`src/aluPkg.sv`:
```
package aluPkg;

  // Datapath widths
  localparam int dataWidth = 32;
  localparam int opWidth = 6;
  // Flags from the top bit down are saturated, negative, zero, carry and overflow
  localparam int flagsWidth = 5;

  // Arithmetic class
  localparam logic [opWidth-1:0] opAdd   = 6'b100000;
  localparam logic [opWidth-1:0] opAdc   = 6'b100001;
  localparam logic [opWidth-1:0] opQadd  = 6'b100010;
  localparam logic [opWidth-1:0] opSub   = 6'b100011;
  localparam logic [opWidth-1:0] opSbc   = 6'b100100;
  localparam logic [opWidth-1:0] opRsb   = 6'b100101;
  localparam logic [opWidth-1:0] opQsub  = 6'b100110;
  localparam logic [opWidth-1:0] opMul   = 6'b100111;
  localparam logic [opWidth-1:0] opMla   = 6'b101000;
  localparam logic [opWidth-1:0] opMls   = 6'b101001;
  localparam logic [opWidth-1:0] opUmull = 6'b101010;
  localparam logic [opWidth-1:0] opUmlal = 6'b101011;
  localparam logic [opWidth-1:0] opSmull = 6'b101100;
  localparam logic [opWidth-1:0] opSmlal = 6'b101101;
  localparam logic [opWidth-1:0] opUdiv  = 6'b101110;
  localparam logic [opWidth-1:0] opSdiv  = 6'b101111;

  // Logic, compare, move and shift class
  localparam logic [opWidth-1:0] opAnd   = 6'b110000;
  localparam logic [opWidth-1:0] opBic   = 6'b110001;
  localparam logic [opWidth-1:0] opOrr   = 6'b110010;
  localparam logic [opWidth-1:0] opOrn   = 6'b110011;
  localparam logic [opWidth-1:0] opEor   = 6'b110100;
  localparam logic [opWidth-1:0] opCmn   = 6'b110101;
  localparam logic [opWidth-1:0] opTst   = 6'b110110;
  localparam logic [opWidth-1:0] opTeq   = 6'b110111;
  localparam logic [opWidth-1:0] opCmp   = 6'b111000;
  localparam logic [opWidth-1:0] opMov   = 6'b111001;
  localparam logic [opWidth-1:0] opLsr   = 6'b111010;
  localparam logic [opWidth-1:0] opAsr   = 6'b111011;
  localparam logic [opWidth-1:0] opLsl   = 6'b111100;
  localparam logic [opWidth-1:0] opRor   = 6'b111101;
  localparam logic [opWidth-1:0] opRrx   = 6'b111110;
  localparam logic [opWidth-1:0] opEon   = 6'b111111;

  // Branch class
  localparam logic [opWidth-1:0] opB     = 6'b010000;
  localparam logic [opWidth-1:0] opCbz   = 6'b010010;
  localparam logic [opWidth-1:0] opCbnz  = 6'b010011;

  // Top two code bits
  localparam logic [1:0] clsBranch = 2'b01;
  localparam logic [1:0] clsArith  = 2'b10;
  localparam logic [1:0] clsLogic  = 2'b11;

  typedef struct packed {
    logic [1:0] opClass;
    logic [3:0] func;
  } aluOpFields;

  // Whole code for the datapath, class and function for the sequencer
  typedef union packed {
    logic [opWidth-1:0] raw;
    aluOpFields fields;
  } aluOpU;

  // Word addresses on the bus
  localparam logic [2:0] regA      = 3'd0;
  localparam logic [2:0] regB      = 3'd1;
  localparam logic [2:0] regRdLo   = 3'd2;
  localparam logic [2:0] regRdHiRa = 3'd3;
  localparam logic [2:0] regCbzRn  = 3'd4;
  localparam logic [2:0] regCtrl   = 3'd5;
  localparam logic [2:0] regResLo  = 3'd6;
  localparam logic [2:0] regResHi  = 3'd7;

  // Control word layout
  localparam int ctrlOpLsb    = 0;
  localparam int ctrlCarryBit = 8;
  localparam int ctrlBusyBit  = 16;
  localparam int ctrlFlagsLsb = 20;

endpackage

```
`src/aluRegs.sv`:
```
module aluRegs (
  input  logic                          clk,
  input  logic                          arstN,
  input  logic                          wbCyc,
  input  logic                          wbStb,
  input  logic                          wbWe,
  input  logic [2:0]                    wbAdr,
  input  logic [aluPkg::dataWidth-1:0]  wbDatW,
  input  logic                          busy,
  input  logic [aluPkg::dataWidth-1:0]  resLo,
  input  logic [aluPkg::dataWidth-1:0]  resHi,
  input  logic [aluPkg::flagsWidth-1:0] flags,
  output logic [aluPkg::dataWidth-1:0]  wbDatR,
  output logic                          wbAck,
  output logic                          start,
  output aluPkg::aluOpU                 op,
  output logic                          carryIn,
  output logic [aluPkg::dataWidth-1:0]  opA,
  output logic [aluPkg::dataWidth-1:0]  opB,
  output logic [aluPkg::dataWidth-1:0]  rdLo,
  output logic [aluPkg::dataWidth-1:0]  rdHiRa,
  output logic [aluPkg::dataWidth-1:0]  cbzRn
);
  import aluPkg::*;

  logic                 req;
  logic                 newReq;
  logic                 wrAcc;
  logic                 lock;
  logic [dataWidth-1:0] ctrlWord;
  logic [dataWidth-1:0] rdData;

  assign req    = wbCyc & wbStb;
  // Only the first cycle of a request is acted on
  assign newReq = req & ~wbAck;
  assign wrAcc  = newReq & wbWe;
  // Start already pending counts as busy
  assign lock   = busy | start;

  always_comb begin
    ctrlWord = '0;
    ctrlWord[ctrlOpLsb +: opWidth]       = op.raw;
    ctrlWord[ctrlCarryBit]               = carryIn;
    ctrlWord[ctrlBusyBit]                = busy;
    ctrlWord[ctrlFlagsLsb +: flagsWidth] = flags;
  end

  always_comb begin
    case (wbAdr)
      regA:      rdData = opA;
      regB:      rdData = opB;
      regRdLo:   rdData = rdLo;
      regRdHiRa: rdData = rdHiRa;
      regCbzRn:  rdData = cbzRn;
      regCtrl:   rdData = ctrlWord;
      regResLo:  rdData = resLo;
      regResHi:  rdData = resHi;
      default:   rdData = '0;
    endcase
  end

  always_ff @(posedge clk or negedge arstN) begin
    if (!arstN) begin
      wbAck   <= 1'b0;
      wbDatR  <= '0;
      start   <= 1'b0;
      op      <= '0;
      carryIn <= 1'b0;
      opA     <= '0;
      opB     <= '0;
      rdLo    <= '0;
      rdHiRa  <= '0;
      cbzRn   <= '0;
    end else begin
      wbAck <= newReq;
      start <= 1'b0;
      if (newReq) begin
        wbDatR <= rdData;
      end
      // Writes while busy are acknowledged and dropped
      if (wrAcc && !lock) begin
        case (wbAdr)
          regA:      opA    <= wbDatW;
          regB:      opB    <= wbDatW;
          regRdLo:   rdLo   <= wbDatW;
          regRdHiRa: rdHiRa <= wbDatW;
          regCbzRn:  cbzRn  <= wbDatW;
          regCtrl: begin
            op.raw  <= wbDatW[ctrlOpLsb +: opWidth];
            carryIn <= wbDatW[ctrlCarryBit];
            start   <= 1'b1;
          end
          default: ;
        endcase
      end
    end
  end

endmodule

```
`config.mk`:
```
export PLATFORM = sky130hd
export DESIGN_NAME = aluRegs
export DESIGN_NICKNAME = d
export VERILOG_FILES = /design/src/aluPkg.sv /design/src/aluRegs.sv
export SDC_FILE = /design/constraint.sdc
export NUM_CORES = 1
export LEC_CHECK = 0
export BUFFER_PORTS_ARGS = -buffer_cell sky130_fd_sc_hd__buf_2
export CORE_AREA = 10 10 174 160
export DETAILED_ROUTE_END_ITERATION = 7
export DIE_AREA = 0 0 184 170
export PLACE_DENSITY = 0.71
export SETUP_SLACK_MARGIN = 0.5
export SKIP_LAST_GASP = 1
export SLEW_MARGIN = 40
export SYNTH_ARGS = -nofsm -noshare
export SYNTH_HDL_FRONTEND = slang
export SYNTH_SLANG_ARGS = --single-unit
```
`constraint.sdc`:
```
create_clock -name clk -period 2.5 [get_ports clk]
set_input_delay 0 -clock clk [delete_from_list [all_inputs] [get_ports clk]]
set_output_delay 0 -clock clk [all_outputs]
set_load 0.05 [all_outputs]
```
==> impl_metrics.toml <==
[cts]
htreeDepth = 1
clk_latency_ns = 0.50
cts.sinks = 201
cts_tree = "built"
ctsRootBufferMaster = "clkbuf_16"
numCtsBuffers = 23
cts.path.max_buffers = 3
clk_pin_slew_ns = 0.06

[sta]
hold_viol = 0
rsz0062_at_grt = "no"
finClkSkew_ns = 0.0130
fmax_ghz = 0.513
fin_tns_setup_ns = 0
holdWs_ns = 0.0135
min_period_ns = 1.95
worst_pin_slew_ns = 0.746
maxSlewViolCount = 0
period_share = 0.780
finalSetupViolations = 0
relSlewSlack = 0.502

[layout]
layout_commonest_cell = "buf_2"
utilization = 0.534
multi_input_area_um2 = 4160
syn_to_final_growth_pct = 35.4
layout.cells.non_filler = 1404
regArea_um2 = 5030
nFillCells = 2117
final_cell_mix = "307 x buf_2, 200 x dfrtp_1, 117 x mux2_2, 61 x mux2i_1, 59 x dlygate4sd3_1"
nets = 1189
drive_gt1_frac = 0.502

[grt]
grt_start_max_net_pins = 90
antenna_found_initial = 2
grt_overflow = 0
grt_pass1_wl_mm = 50.5
grt_usage = 0.207
grt_pass1_vias = 8423

[power_and_ir_drop]
power_switching_mw = 3.88
leakagePower_nw = 6.74
clkPwrFrac = 0.333
combPwrFrac = 0.290
p_per_area_nw_per_um2 = 826
p_seq_frac = 0.377
netSwitchingFraction = 0.367
ir_drop_v = 0.000597
intPower_mw = 6.71

[min_path]
hold_depth = 5
hold_class = "input pin to register"
hp-start = "resHi[30]"
holdPathEnd = "wbDatR[30]$_DFFE_PN0N_"

[worst_setup_path]
critical_path_class = "register to register"
r2r_start = "start$_DFF_PN0_"
crit_required_ns = 2.87
r2r-end = "rdHiRa[20]$_DFFE_PN0P_"
cp.arrival_ns = 2.32
r2r_slack_ns = 0.55
crit_path_start_kind = "register"
cp_max_fo = 15
crit_path_end_kind = "register"
r2r_cells = 5

[drt]
viasPerCell = 5.45
wirelength_mm = 33.4
drt_first_pass_iters = 4
via_count = 7651
drc_errors = 0
ant_nets = 0
drtIter0Drc = 498
post_drt_wl_per_cell_um = 23.8

[place]
gp_congestion = 0.838
dp_cells = 1301
hpwl_mm = 23.3
port_buffers = 310

[synthesis]
synth-adder-area-share = 0
synth_mux_area_frac = 0.303
avgSynthCellArea_um2 = 13.2
netlist_area_um2 = 9480
synth.ff_latch_count = 201
synth_top_family_by_area = "multiplexers"
synth_compound_area_frac = 0.0823
yosys_warnings = 0
synth_xor_area_frac = 0
seq_area_frac_synth = 0.530
yosys.area_share.simple = 0.0496
netlist_instances = 716
synthesis.nets = 826
ys_types = 38

[floorplanning]
core-area_um2 = 24100
start_util = 0.394
die_w_um = 184
io_pins = 311
die_area_um2 = 31300
rows = 54
die_y_um = 170

[run_status]
outcome = "completed"

[flow_run]
cap_violations = 0
-- sequential cells by signal, summed over array words and instances, names as in the netlist --
| name | count |
|---|---|
| cbzRn | 32 |
| opA | 32 |
| wbDatR | 32 |
| rdHiRa | 32 |
| wbAck | 1 |
| carryIn | 1 |
| start | 1 |
| op | 6 |
| rdLo | 32 |
| opB | 32 |
-- worst max-delay path, stage by stage (launching register included) --
cell,delay (ns)
dfrtp_1,0.37
nor2_1,0.25
nand3_4,0.16
or3_2,0.52
buf_6,0.20
mux2_1,0.33
-- timing repair --
| action | CTS | global route |
|---|---|---|
| endpoints found under the hold margin | 268 | 26 |
| gates cloned | 0 | 0 |
| setup endpoints to repair | 26 | 26 |
| gates resized for setup | 1 | 3 |
| buffers inserted | 1 | 0 |
| hold buffers | 58 | 1 |
-- kinds of logic (layout without fill, tap and decap cells) --
group	Yosys count	count (layout)
buffers and inverters	64	442
AOI/OAI and AO/OA	126	126
DFF	201	201
other	0	2
and+or+nand+nor	86	86
muxes	239	239
-- worst max path at each step --
stage                                  end  slack, ns             from  depth (start not counted)
floorplan           rdHiRa[19]$_DFFE_PN0P_       0.57  start$_DFF_PN0_                          6
global placement       opA[25]$_DFFE_PN0P_       0.45  wbAck$_DFF_PN0_                          6
detailed placement     opA[30]$_DFFE_PN0P_       0.41  wbAck$_DFF_PN0_                          6
CTS                 rdHiRa[20]$_DFFE_PN0P_       0.52  wbAck$_DFF_PN0_                          6
global route        rdHiRa[20]$_DFFE_PN0P_       0.53  start$_DFF_PN0_                          5
finish              rdHiRa[20]$_DFFE_PN0P_       0.55  start$_DFF_PN0_                          5
-- through the flow --
| step | total power [mW] | setup WS, ns | instance area, um2 |
|---|---|---|---|
| 3_3_place_gp | 7.00 | 0.447 | 11400 |
| 4_1_cts | 10.7 | 0.515 | 12800 |
| 5_1_grt | 11.0 | 0.527 | 12800 |
| 6_report | 10.6 | 0.549 | 12800 |
| 3_5_place_dp | 7.05 | 0.414 | 11400 |
| 2_1_floorplan | 6.09 | 0.565 | 9480 |
-- cell type report --
class / count / share of cell area
Antenna cell: 2 / 0.000390
Timing Repair Buffer: 394 / 0.190
Inverter: 8 / 0.00234
Tap cell: 308 / 0.0300
Sequential cell: 201 / 0.392
Clock buffer: 29 / 0.0513
Multi-Input combinational cell: 451 / 0.324
Clock inverter: 11 / 0.0109
-- routing by layer --
layer  vias up  routed length (um)  GRT usage
met2       333               15600      0.338
met1      3858               13500      0.247
met4         0                1280     0.0762
met3        77                3070     0.0722
li1       3383                   -          -
met5         -                   0          0
-- power by group through the flow --
stage,clock network [mW],logic [mW],registers (mW)
2_1_floorplan,0,0.690,5.40
3_3_place_gp,0,2.97,4.03
3_5_place_dp,0,3.00,4.05
4_1_cts,3.59,3.08,3.99
5_1_grt,3.71,3.23,4.05
6_report,3.53,3.07,4.00
-- cell usage after synthesis --
library cell  instances  area, um2
nor3_1                5       25.0
inv_2                 1       3.75
nand2_1              34        128
or3_4                 1       11.3
nand3_2               1       10.0
mux2i_1              61        611
buf_6                 7       78.8
dfrtp_1             201       5030
nor2_1                6       22.5
o211ai_1             10       75.1
mux2_4               35        526
nand4_1               1       6.26
o22ai_1              26        163
mux2_1               15        169
inv_1                 7       26.3
buf_2                24        120
or3_1                 1       6.26
and3_1                2       12.5
a21o_1                1       7.51
o21ai_1               1       5.00
buf_4                 2       15.0
or2_1                 1       6.26
nand3b_4              1       20.0
nor4_2                1       12.5
buf_1                 4       15.0
nand2b_1              2       12.5
a211oi_1             27        203
nor3_2                1       10.0
nand3_1              12       60.1
clkbuf_1             19       71.3
o21ai_0              51        255
a221oi_1              2       17.5
mux2_2              117       1320
mux4_2               11        248
a21oi_1               4       20.0
a22o_1                4       35.0
nor3b_1              16        120
nand3b_1              1       7.51
(Power assumes the default switching activity.)
